File: src/common/cpu_pkg.sv
// widths, state and step encodings, operand sources, alu ops, opcodes, sfr map, pc union
package cpu_pkg;

    localparam int data_w  = 8;
    localparam int addr_w  = 16;
    localparam int phase_w = 4;

    // one-hot instruction states
    typedef enum logic [6:0] {
        nop_wait   = 7'b000_0001,
        get_ins    = 7'b000_0010,
        ins_decode = 7'b000_0100,
        ram_read   = 7'b000_1000,
        rom_read   = 7'b001_0000,
        process    = 7'b010_0000,
        ram_write  = 7'b100_0000
    } cpu_state_t;

    localparam int nop_wait_idx   = 0;
    localparam int get_ins_idx    = 1;
    localparam int ins_decode_idx = 2;
    localparam int ram_read_idx   = 3;
    localparam int rom_read_idx   = 4;
    localparam int process_idx    = 5;
    localparam int ram_write_idx  = 6;

    typedef enum logic [2:0] {
        to_nop,
        to_ram_read,
        to_rom_read,
        to_process,
        to_ram_write,
        to_get_ins
    } decode_step_t;

    typedef enum logic [3:0] {
        src_a,
        src_ram_reg,
        src_rom_reg,
        src_addr,
        src_pch,
        src_pcl,
        src_none
    } operand_src_t;

    typedef enum logic [2:0] {
        alu_pass_b,
        alu_add,
        alu_subb,
        alu_and,
        alu_or,
        alu_xor
    } alu_op_t;

    localparam logic [7:0] op_nop       = 8'h00;
    localparam logic [7:0] op_mov_a_imm = 8'h74;
    localparam logic [7:0] op_mov_a_dir = 8'hE5;
    localparam logic [7:0] op_mov_dir_a = 8'hF5;
    localparam logic [7:0] op_add_imm   = 8'h24;
    localparam logic [7:0] op_add_dir   = 8'h25;
    localparam logic [7:0] op_subb_imm  = 8'h94;
    localparam logic [7:0] op_anl_imm   = 8'h54;
    localparam logic [7:0] op_orl_imm   = 8'h44;
    localparam logic [7:0] op_xrl_imm   = 8'h64;
    localparam logic [7:0] op_ljmp      = 8'h02;

    localparam logic [7:0] sfr_acc = 8'hE0;
    localparam logic [7:0] sfr_psw = 8'hD0;

    localparam int psw_cy = 7;
    localparam int psw_p  = 0;

    localparam logic [2:0] nop_duration = 3'd6; // 7 idle cycles incl. zero

    typedef struct packed {
        logic [7:0] pch;
        logic [7:0] pcl;
    } pc_bytes_t;

    // flat for increment, byte view for ljmp load
    typedef union packed {
        logic [addr_w-1:0] word;
        pc_bytes_t         bytes;
    } pc_word_t;

endpackage

File: src/common/decode_if.sv
// decoded control word shared by decoder, control unit and datapath
`timescale 1ns/10ps

interface decode_if import cpu_pkg::*; ();

    logic [data_w-1:0]  opcode;      // from instruction register
    logic [phase_w-1:0] phase;       // steps left, owned by control
    logic [phase_w-1:0] phase_init;  // step count of the opcode
    decode_step_t       next_step;
    operand_src_t       a_src;       // first operand / destination
    operand_src_t       b_src;
    alu_op_t            alu_op;
    logic [data_w-1:0]  direct_addr;

    modport decoder (
        input  opcode, phase,
        output next_step, phase_init, a_src, b_src, alu_op, direct_addr
    );
    modport datapath (output opcode, input a_src, b_src, alu_op, direct_addr);
    modport control (input next_step, phase_init);

endinterface

File: src/control/cpu_control.sv
// one-hot instruction state machine, phase and nop counters, registered bus strobes
`timescale 1ns/10ps

module cpu_control import cpu_pkg::*; (
    input  logic               clk,
    input  logic               rst_n,
    decode_if.control          dec,
    output cpu_state_t         state,
    output logic [phase_w-1:0] phase,
    output logic               capture_ins,
    output logic               capture_rom,
    output logic               capture_ram,
    output logic               do_process,
    output logic               read_en,
    output logic               write_en,
    output logic               memory_select
);

    cpu_state_t         state_nxt;
    logic [phase_w-1:0] phase_nxt;
    logic [2:0]         nop_cnt;
    logic [2:0]         nop_cnt_nxt;
    logic               step_done;      // second cycle of a bus access
    logic               step_done_nxt;
    logic               step_end;
    logic               read_en_nxt;
    logic               write_en_nxt;
    logic               memory_select_nxt;

    assign capture_ins = state[get_ins_idx] & step_done;
    assign capture_rom = state[rom_read_idx] & step_done;
    assign capture_ram = state[ram_read_idx] & step_done;
    assign do_process  = state[process_idx];

    assign step_end = do_process |
                      (step_done & (state[rom_read_idx] | state[ram_read_idx] |
                                    state[ram_write_idx]));

    always_comb begin
        state_nxt         = state;
        phase_nxt         = phase;
        nop_cnt_nxt       = nop_cnt;
        step_done_nxt     = 1'b0;
        read_en_nxt       = 1'b0;
        write_en_nxt      = 1'b0;
        memory_select_nxt = memory_select;
        case (1'b1)
            state[nop_wait_idx]: begin
                if (nop_cnt == 3'd0) begin
                    state_nxt   = get_ins;
                    nop_cnt_nxt = nop_duration;
                end else begin
                    nop_cnt_nxt = nop_cnt - 3'd1;
                end
            end
            state[get_ins_idx]: begin
                phase_nxt         = '0;
                memory_select_nxt = 1'b0;
                if (step_done) begin
                    state_nxt = ins_decode;
                end else begin
                    read_en_nxt   = 1'b1;
                    step_done_nxt = 1'b1;
                end
            end
            state[ins_decode_idx]: begin
                if (phase == '0) begin
                    phase_nxt = dec.phase_init; // first decode of this opcode
                end
                case (dec.next_step)
                    to_nop:       state_nxt = nop_wait;
                    to_ram_read:  state_nxt = ram_read;
                    to_rom_read:  state_nxt = rom_read;
                    to_process:   state_nxt = process;
                    to_ram_write: state_nxt = ram_write;
                    default:      state_nxt = get_ins;
                endcase
            end
            state[rom_read_idx], state[ram_read_idx]: begin
                memory_select_nxt = state[ram_read_idx];
                if (!step_done) begin
                    read_en_nxt   = 1'b1;
                    step_done_nxt = 1'b1;
                end
            end
            state[ram_write_idx]: begin
                memory_select_nxt = 1'b1;
                if (!step_done) begin
                    write_en_nxt  = 1'b1;  // visible in the second cycle only
                    step_done_nxt = 1'b1;
                end
            end
            default: ;
        endcase
        if (step_end) begin
            phase_nxt = phase - 4'd1;
            state_nxt = (phase == 4'd1) ? get_ins : ins_decode;
        end
    end

    always_ff @(posedge clk or negedge rst_n) begin
        if (!rst_n) begin
            state         <= nop_wait;
            phase         <= '0;
            nop_cnt       <= nop_duration;
            step_done     <= 1'b0;
            read_en       <= 1'b0;
            write_en      <= 1'b0;
            memory_select <= 1'b1;
        end else begin
            state         <= state_nxt;
            phase         <= phase_nxt;
            nop_cnt       <= nop_cnt_nxt;
            step_done     <= step_done_nxt;
            read_en       <= read_en_nxt;
            write_en      <= write_en_nxt;
            memory_select <= memory_select_nxt;
        end
    end

endmodule

File: src/datapath/alu.sv
// 8-bit alu with add, subtract with borrow, logic ops and carry out
`timescale 1ns/10ps

module alu import cpu_pkg::*; (
    input  alu_op_t           op,
    input  logic [data_w-1:0] a,
    input  logic [data_w-1:0] b,
    input  logic              cy_in,
    output logic [data_w-1:0] result,
    output logic              cy_out
);

    logic [data_w:0] sum;  // extra bit holds carry or borrow

    always_comb begin
        sum    = '0;
        result = b;
        cy_out = cy_in;
        case (op)
            alu_add: begin
                sum    = {1'b0, a} + {1'b0, b};
                result = sum[data_w-1:0];
                cy_out = sum[data_w];
            end
            alu_subb: begin
                sum    = {1'b0, a} - {1'b0, b} - {{data_w{1'b0}}, cy_in};
                result = sum[data_w-1:0];
                cy_out = sum[data_w]; // set when a < b + cy
            end
            alu_and: result = a & b;
            alu_or:  result = a | b;
            alu_xor: result = a ^ b;
            default: result = b;
        endcase
    end

endmodule

File: src/datapath/cpu_datapath.sv
// accumulator, psw, pc, instruction and data registers with operand muxing and sfr map
`timescale 1ns/10ps

module cpu_datapath import cpu_pkg::*; (
    input  logic              clk,
    input  logic              rst_n,
    decode_if.datapath        dec,
    input  cpu_state_t        state,
    input  logic              capture_ins,
    input  logic              capture_rom,
    input  logic              capture_ram,
    input  logic              do_process,
    input  logic [data_w-1:0] data_in,
    output logic [addr_w-1:0] addr_bus,
    output logic [data_w-1:0] data_out,
    output logic [data_w-1:0] rom_data
);

    logic [data_w-1:0] acc;
    logic              cy;
    logic              p;
    pc_word_t          pc;
    logic [data_w-1:0] ins_reg;
    logic [data_w-1:0] rom_reg;
    logic [data_w-1:0] ram_reg;
    logic [data_w-1:0] psw_byte;
    logic [data_w-1:0] ram_in;
    logic [data_w-1:0] alu_a;
    logic [data_w-1:0] alu_b;
    logic [data_w-1:0] alu_result;
    logic              alu_cy;

    function automatic logic [data_w-1:0] operand(input operand_src_t src);
        case (src)
            src_a:       return acc;
            src_ram_reg: return ram_reg;
            src_rom_reg: return rom_reg;
            src_addr:    return dec.direct_addr;
            src_pch:     return pc.bytes.pch;
            src_pcl:     return pc.bytes.pcl;
            default:     return '0;
        endcase
    endfunction

    assign dec.opcode = ins_reg;
    assign rom_data   = rom_reg;

    always_comb begin
        psw_byte         = '0;
        psw_byte[psw_cy] = cy;
        psw_byte[psw_p]  = p;
        alu_a            = operand(dec.a_src);
        alu_b            = operand(dec.b_src);
        case (dec.direct_addr)
            sfr_acc: ram_in = acc;  // internal value wins over the bus
            sfr_psw: ram_in = psw_byte;
            default: ram_in = data_in;
        endcase
    end

    alu u_alu (
        .op     (dec.alu_op),
        .a      (alu_a),
        .b      (alu_b),
        .cy_in  (cy),
        .result (alu_result),
        .cy_out (alu_cy)
    );

    always_ff @(posedge clk or negedge rst_n) begin
        if (!rst_n) begin
            acc      <= '0;
            cy       <= 1'b0;
            p        <= 1'b0;
            pc.word  <= '0;
            addr_bus <= '0;
        end else begin
            if (state[get_ins_idx] || state[rom_read_idx]) begin
                addr_bus <= pc.word;
            end else if (state[ram_read_idx] || state[ram_write_idx]) begin
                addr_bus <= {8'h00, dec.direct_addr};
            end
            if (capture_rom && dec.a_src == src_pcl) begin
                pc.bytes.pch <= alu_b;   // ljmp target
                pc.bytes.pcl <= data_in;
            end else if (capture_ins || capture_rom) begin
                pc.word <= pc.word + 16'd1;
            end
            if (do_process && dec.a_src == src_a) begin
                acc <= alu_result;
                cy  <= alu_cy;
                p   <= ^alu_result;
            end else if (state[ram_write_idx]) begin
                if (dec.direct_addr == sfr_acc) begin
                    acc <= alu_a;
                    p   <= ^alu_a;
                end else if (dec.direct_addr == sfr_psw) begin
                    cy <= alu_a[psw_cy]; // p always follows a
                end
            end
        end
    end

    always_ff @(posedge clk) begin
        if (capture_ins) ins_reg <= data_in;
        if (capture_rom) rom_reg <= data_in;
        if (capture_ram) ram_reg <= ram_in;
        if (state[ram_write_idx]) data_out <= alu_a;
    end

endmodule

File: src/source/cpu_top.sv
// processor top level with control unit, decoder and datapath on plain bus ports
`timescale 1ns/10ps

module cpu_top import cpu_pkg::*; (
    input  logic              clk,
    input  logic              rst_n,
    input  logic [data_w-1:0] data_in,
    output logic [addr_w-1:0] addr_bus,
    output logic [data_w-1:0] data_out,
    output logic              read_en,
    output logic              write_en,
    output logic              memory_select  // 0 rom, 1 ram
);

    decode_if dec_bus ();

    cpu_state_t        state;
    logic              capture_ins;
    logic              capture_rom;
    logic              capture_ram;
    logic              do_process;
    logic [data_w-1:0] rom_data;

    cpu_control u_control (
        .clk           (clk),
        .rst_n         (rst_n),
        .dec           (dec_bus.control),
        .state         (state),
        .phase         (dec_bus.phase),
        .capture_ins   (capture_ins),
        .capture_rom   (capture_rom),
        .capture_ram   (capture_ram),
        .do_process    (do_process),
        .read_en       (read_en),
        .write_en      (write_en),
        .memory_select (memory_select)
    );

    ins_decoder u_decoder (
        .dec      (dec_bus.decoder),
        .rom_data (rom_data)
    );

    cpu_datapath u_datapath (
        .clk         (clk),
        .rst_n       (rst_n),
        .dec         (dec_bus.datapath),
        .state       (state),
        .capture_ins (capture_ins),
        .capture_rom (capture_rom),
        .capture_ram (capture_ram),
        .do_process  (do_process),
        .data_in     (data_in),
        .addr_bus    (addr_bus),
        .data_out    (data_out),
        .rom_data    (rom_data)
    );

endmodule

File: src/source/ins_decoder.sv
// opcode and phase decoder giving next step, step count, alu op and operand sources
`timescale 1ns/10ps

module ins_decoder import cpu_pkg::*; (
    decode_if.decoder        dec,
    input logic [data_w-1:0] rom_data
);

    logic [phase_w-1:0] step_phase;

    assign dec.direct_addr = rom_data;  // operand byte of the last rom read
    assign step_phase      = (dec.phase == '0) ? dec.phase_init : dec.phase;

    always_comb begin
        case (dec.opcode)
            op_mov_a_dir, op_add_dir: dec.phase_init = 4'd3;
            op_mov_a_imm, op_mov_dir_a, op_add_imm, op_subb_imm,
            op_anl_imm, op_orl_imm, op_xrl_imm, op_ljmp: dec.phase_init = 4'd2;
            default: dec.phase_init = 4'd0;
        endcase
    end

    always_comb begin
        case (dec.opcode)
            op_add_imm, op_add_dir: dec.alu_op = alu_add;
            op_subb_imm:            dec.alu_op = alu_subb;
            op_anl_imm:             dec.alu_op = alu_and;
            op_orl_imm:             dec.alu_op = alu_or;
            op_xrl_imm:             dec.alu_op = alu_xor;
            default:                dec.alu_op = alu_pass_b;
        endcase
    end

    always_comb begin
        dec.next_step = to_get_ins;  // unexpected phase ends the instruction
        dec.a_src     = src_a;
        dec.b_src     = src_none;
        case (dec.opcode)
            op_mov_a_imm, op_add_imm, op_subb_imm, op_anl_imm, op_orl_imm, op_xrl_imm: begin
                dec.b_src = src_rom_reg;
                case (step_phase)
                    4'd2:    dec.next_step = to_rom_read;
                    4'd1:    dec.next_step = to_process;
                    default: ;
                endcase
            end
            op_mov_a_dir, op_add_dir: begin
                dec.b_src = src_ram_reg;
                case (step_phase)
                    4'd3:    dec.next_step = to_rom_read;
                    4'd2:    dec.next_step = to_ram_read;
                    4'd1:    dec.next_step = to_process;
                    default: ;
                endcase
            end
            op_mov_dir_a: begin
                case (step_phase)
                    4'd2:    dec.next_step = to_rom_read;
                    4'd1:    dec.next_step = to_ram_write;
                    default: ;
                endcase
            end
            op_ljmp: begin
                dec.b_src = src_rom_reg;  // high target byte
                case (step_phase)
                    4'd2:    dec.next_step = to_rom_read;
                    4'd1: begin
                        dec.next_step = to_rom_read;
                        dec.a_src     = src_pcl;  // low byte goes straight to pc
                    end
                    default: ;
                endcase
            end
            op_nop:  dec.next_step = to_nop;
            default: dec.next_step = to_nop; // undefined opcodes idle like nop
        endcase
    end

endmodule

File: config.mk
export PLATFORM = sky130hd
export DESIGN_NAME = cpu_top
export DESIGN_NICKNAME = d
export VERILOG_FILES = /design/src/common/cpu_pkg.sv /design/src/common/decode_if.sv /design/src/control/cpu_control.sv /design/src/datapath/alu.sv /design/src/datapath/cpu_datapath.sv /design/src/source/cpu_top.sv /design/src/source/ins_decoder.sv
export SDC_FILE = /design/constraint.sdc
export NUM_CORES = 1
export LEC_CHECK = 0
export BUFFER_PORTS_ARGS = -buffer_cell sky130_fd_sc_hd__buf_4
export CAP_MARGIN = 20
export CORE_MARGIN = 5
export CORE_UTILIZATION = 62
export CTS_BUF_LIST = sky130_fd_sc_hd__clkbuf_16
export CTS_CLUSTER_SIZE = 10
export DETAILED_ROUTE_END_ITERATION = 16
export GPL_TIMING_DRIVEN = 0
export PLACE_DENSITY = 0.8
export REMOVE_ABC_BUFFERS = 1
export SYNTH_ARGS = -nofsm -noshare
export SYNTH_HDL_FRONTEND = slang
export SYNTH_SLANG_ARGS = --single-unit
File: constraint.sdc
create_clock -name clk -period 7.2 [get_ports clk]
set_input_delay 1.08 -clock clk [delete_from_list [all_inputs] [get_ports clk]]
set_output_delay 1.08 -clock clk [all_outputs]
set_load 0.005 [all_outputs]
Yosys cells after proc, flatten, opt, wreduce, memory -nomap -nowiden
Cells that the tools add are included.

cells by class
  reductions and logical operators = 35
  bitwise logic cells = 11
  mux-type cells = 61
  div/mod/pow operators = 0
  multipliers = 0
  shift operators = 0
  $lt $le $gt $ge = 0
  add/sub/neg operators = 6
  equality and inequality tests = 41

operator list
  operator               count
  $pmux 8 s5             3
  $mux 16                4
  $mux 7                 6
  $eq 8x8->1 const B     5
  $pmux 7 s5             1
  $eq 8x7->1 const B     4
  $mux 1                 25
  $mux 4                 6
  $mux 8                 3
  $eq 3x2->1 const B     6
  $pmux 3 s2             3
  $add 16x1->16 const B  1
  $eq 4x2->1 const B     4
  $eq 8x6->1 const B     2
  $pmux 8 s2             1
  $reduce_xor 8->1       2
  $eq 3x3->1 const B     5
  $pmux 3 s5             1
  $eq 4x1->1 const B     3
  $logic_not 4->1        3
  $mux 3                 4
  $pmux 3 s4             1
  $reduce_or 2->1        6
  $reduce_bool 2->1      5
  32 further kinds       50

word-level totals
  bits in latches = 0
  word-level logic and storage cells = 173
  memory bits (read-only) = 0
  bits in registers = 92
  RAM bits = 0
  output and inout bits = 27
  memories kept = 0
  bits of input ports = 10

Longest topological paths before layout
  depth in word-level cells = 15
  gate-level depth with buffers = 19
  mapped depth without buffers = 18

Cells and area by module
Synthesis repeated with hierarchy kept, for this count alone.

second synthesis, totals
  cell total of the unflattened synthesis = 768
  area total of the unflattened synthesis = 7023.0 µm²

by module, submodules not included
  module        area an instance (µm²)  cells an instance  sequential area each (µm²)  times used
  cpu_datapath  4103.9                  383                2011.9                      1
  alu           1396.3                  207                0.0                         1
  cpu_control   1036.0                  108                455.4                       1
  ins_decoder   486.7                   70                 0.0                         1

Least setup slack after synthesis
OpenSTA, ideal clock, no wires.

  kind = register -> register
  from = register u_control.phase[1]
  to = register u_datapath.p
  setup slack = 1746 ps
  buffers on the path = 1
  required time = 7124 ps
  period minus slack after synthesis = 5454 ps
  arrival = 5378 ps
  cell stages (with the launch flop) = 20
  setup time = 76 ps
  cells stage by stage = dfrtp_1 -> inv_1 -> ha_1 -> or3b_2 -> nor3_1 -> clkbuf_1 -> mux2i_1 -> inv_1 -> fa_1 -> inv_1 -> fa_1 -> nand2b_1 -> a2111oi_0 -> o31a_1 -> o31ai_1 -> o31ai_1 -> xnor3_1 -> xnor3_1 -> xnor3_1 -> o21ai_1

between the ends
  cells in the longest elaborated chain, start to end = 13
  elaborated cells on any way between the ends = 29
  classes of those cells = add/sub (3); eq/ne (6); mux (8); bitwise (3); reduce/logical (9)

RTL lines
  element                    RTL line            RTL
  start, declared            cpu_control.sv:9    output logic [phase_w-1:0] phase,
  start signal, assigned     cpu_control.sv:112  phase <= phase_nxt;
  $logic_not 4->1            ins_decoder.sv:12   assign step_phase = (dec.phase == '0) ? dec.phase_init : dec.phase;
  $mux 4 *                   ins_decoder.sv:12
  $eq 4x1->1 *               ins_decoder.sv:65   case (step_phase)
  $mux 3 *                   ins_decoder.sv:65
  $mux 4 *                   ins_decoder.sv:38   case (dec.opcode)
  $eq 4x2->1                 cpu_datapath.sv:34  case (src)
  $reduce_or 2->1 (no line)  -
  $pmux 8 s5 *               cpu_datapath.sv:34
  via u_datapath.alu_a[0]    cpu_datapath.sv:28  logic [data_w-1:0] alu_a;
  $sub 8x8->9                alu.sv:26           sum = {1'b0, a} - {1'b0, b} - {{data_w{1'b0}}, cy_in};
  $sub 9x1->9                alu.sv:26
  $pmux 8 s5                 alu.sv:19           case (op)
  $reduce_xor 8->1           cpu_datapath.sv:92  p <= ^alu_result;
  $mux 1 *                   cpu_datapath.sv:89  if (do_process && dec.a_src == src_a) begin
  end signal, assigned       cpu_datapath.sv:92
  end signal, assigned       cpu_datapath.sv:96  p <= ^alu_a;
  end, declared              cpu_datapath.sv:21  logic p;

Mark *: on every way through the listed nets, which the timed path passes. The rest lies on a longest branch. The select of a mux whose other input is x is not followed.
A chain may end at the register's enable or synchronous reset.

Worst setup path in the final report
Ends and elaborated chain as after synthesis.

==> results.cfg <==
[global_route]
grt_max_degree = 61
grt_use_met2 = 0.460
grt.busiest_layer = met2
antenna_found_initial = 0
first_global_vias = 5272
use_met1 = 0.412
grt_pass1_wl_mm = 27.0
met3_usage = 0.0482
overflow = 0
grt.total_usage = 0.293

[yosys]
synth_area_per_cell_sq_um = 8.93
synthCells = 688
ys.flop_type = dfrtp_1
synth_cell_types = 65
synthArstFlopShare = 0.652
syn_area_sq_um = 6140
synth-edff-count = 32
ys_ff_latch = 92
yosysWarningCount = 0
ys_seq_area_frac = 0.402

[cts]
post_cts_resized = 0
cts_tree = yes
clk_pin_slew_ns = 0.07
clock_latency_ns = 0.35
root_buffer = clkbuf_16
cts_hold_buf = 0
numCtsBuffers = 9
post_cts_buffers = 0
cts_max_level = 3
cts.sinks = 92
cts.path.max_buffers = 2

[die]
dieWidth_um = 110
die-area_sq_um = 12000
chipHeight_um = 110
coreArea_sq_um = 9730
ios = 37
rows = 36
initial_utilization = 0.631

[setup_path]
worst_r2r_endpoint = u_datapath.p
cp-end-kind = flop
r2r_cells = 19
start_kind = flop
critPathRequiredTime_ns = 7.48
r2r-start = u_control.phase[1]
critPathArrivalTime_ns = 6.46
cp-startpoint = u_control.phase[1]
path_max_fanout = 12
path_class = reg2reg
r2r_slack_ns = 1.02

[timing]
setup_violations = 0
tightest_slew_ns = 0.858
slew-limit-headroom = 0.411
finalCritPeriodShare = 0.859
skew_ns = 0.00832
fin_tns_setup_ns = 0
hold_viol_final = 0
drv_slew = 0
rsz0062_at_grt = false
period_needed_ns = 6.18
fmax_mhz = 162

[power_and_ir_drop]
power.switching_uw = 235
p_clk_frac = 0.473
p_sw_frac = 0.221
pwr-share-comb = 0.018
power_leakage_nw = 2.96
internal-power_uw = 827
total_power_mw = 1.06
pwr-share-seq = 0.510
cellPowerDensity_nw_per_um2 = 155
peakVddDrop_mv = 0.116

[cells_and_area]
top_regs = u_datapath.addr_bus x16, u_datapath.pc x16
nets = 758
final_cell_mix = 64 x nand2_1, 62 x nor2_1, 56 x dfrtp_1, 55 x o21ai_0, 51 x a21oi_1
postLayoutCoreUtil = 0.702
final_common_cell = nand2_1
multi_input_area_sq_um = 3400
seq_area_sq_um = 2470
area_growth_pct = 11.1
diodes = 0
fill_cells = 763
drive_gt1_frac = 0.101

[drt]
wirelength_mm = 16.9
antenna_left = 0
remaining_drc_errors = 0
dr.pass1.iters = 6
wire_per_inst_um = 19.9
drtIter0Drc = 714
vias_per_cell = 6.59
vias = 5595

[place]
dp_hpwl_mm = 12.3
port_buffers = 36
gp_congestion = 0.894

[hold_path]
min_path_type = reg2reg
hp-start = u_datapath.addr_bus[5]
whs_path_depth = 2
hold_end = u_datapath.addr_bus[5]

[run]
maxCapViolCount = 0

[outcome]
outcome = finished, final reports clean
## critical path: stages (launching register included)
cell and delay [ns]:
dfrtp_1 0.40, inv_1 0.15, ha_1 0.26, or3b_2 0.54, nor3_2 0.32, buf_6 0.22, mux2i_1 0.46, inv_1 0.19
fa_1 0.48, inv_1 0.08, fa_1 0.20, nand2b_1 0.10, a2111oi_0 0.76, o31a_1 0.24, o31ai_1 0.08, o31ai_1 0.46
xnor3_1 0.48, xnor3_1 0.23, xnor3_1 0.34, o21ai_1 0.11
## routing by layer
metal | up-vias | part of all wire | routed length, um
li1 | 2558 | - | -
met1 | 2694 | 0.42 | 7130
met2 | 299 | 0.46 | 7860
met3 | 44 | 0.085 | 1440
met4 | 0 | 0.030 | 505
met5 | - | 0 | 0
## power groups by stage
stage / clock (mW) / sequential (mW) / combinational, mW
after floorplan: 0 / 0.552 / 0.00344
after global placement: 0 / 0.551 / 0.0185
after detailed placement: 0 / 0.551 / 0.0188
after CTS: 0.503 / 0.541 / 0.0187
after global routing: 0.522 / 0.540 / 0.0204
final: 0.502 / 0.541 / 0.0188
## cells by family after synthesis
kind of cell / share of synthesized area
flops: 0.402
fa+ha+maj: 0.0790
simple gates: 0.191
compound gates: 0.216
buf+inv: 0.0471
xor+xnor: 0.0324
mux: 0.0326
## area by class of cell
type / count / area share
Multi-Input combinational cell: 522 / 0.498
Sequential cell: 92 / 0.362
Timing Repair Buffer: 43 / 0.0469
Clock buffer: 11 / 0.0403
Tap cell: 133 / 0.0244
Inverter: 43 / 0.0236
Clock inverter: 5 / 0.00568
## worst max path at each step
stage	to	slack (ns)
CTS	u_datapath.p	1.25
floorplan	u_datapath.p	1.45
global route	u_datapath.p	0.86
finish	u_datapath.p	1.02
global placement	u_datapath.p	0.37
detailed placement	u_datapath.p	1.29
## cell usage after synthesis, types with 5 or more instances
| library cell | n | area share |
|---|---|---|
| mux2i_1 | 20 | 0.033 |
| nor2b_1 | 12 | 0.012 |
| o22ai_1 | 17 | 0.017 |
| and3_1 | 6 | 0.0061 |
| ha_1 | 34 | 0.069 |
| and2_1 | 8 | 0.0081 |
| edfxtp_1 | 32 | 0.16 |
| a22oi_1 | 8 | 0.0098 |
| nand2b_1 | 8 | 0.0081 |
| nor3b_1 | 5 | 0.0061 |
| xnor2_1 | 12 | 0.017 |
| nand3_1 | 20 | 0.016 |
| nand2_1 | 64 | 0.039 |
| inv_1 | 43 | 0.026 |
| o211ai_1 | 8 | 0.0098 |
| nor2_1 | 62 | 0.038 |
| a31oi_1 | 13 | 0.013 |
| dfrtp_1 | 56 | 0.23 |
| o21ai_0 | 55 | 0.045 |
| a21oi_1 | 51 | 0.042 |
| clkbuf_1 | 27 | 0.017 |
| nor4_1 | 10 | 0.010 |
| a22o_1 | 14 | 0.020 |
| o31ai_1 | 10 | 0.012 |
| nor3_1 | 18 | 0.015 |
## metrics by stage
stage	worst slack, ns	std cells	hold WS, ns	instance area (sq um)
final	1.02	849	0.483	6830
after global routing	0.855	849	0.521	6830
after CTS	1.25	846	0.488	6810
after detailed placement	1.29	830	0.472	6500
after global placement	0.370	826	0.467	6450
after floorplan	1.45	657	0.460	6010
Note: power is estimated with default switching activity, not from simulation.
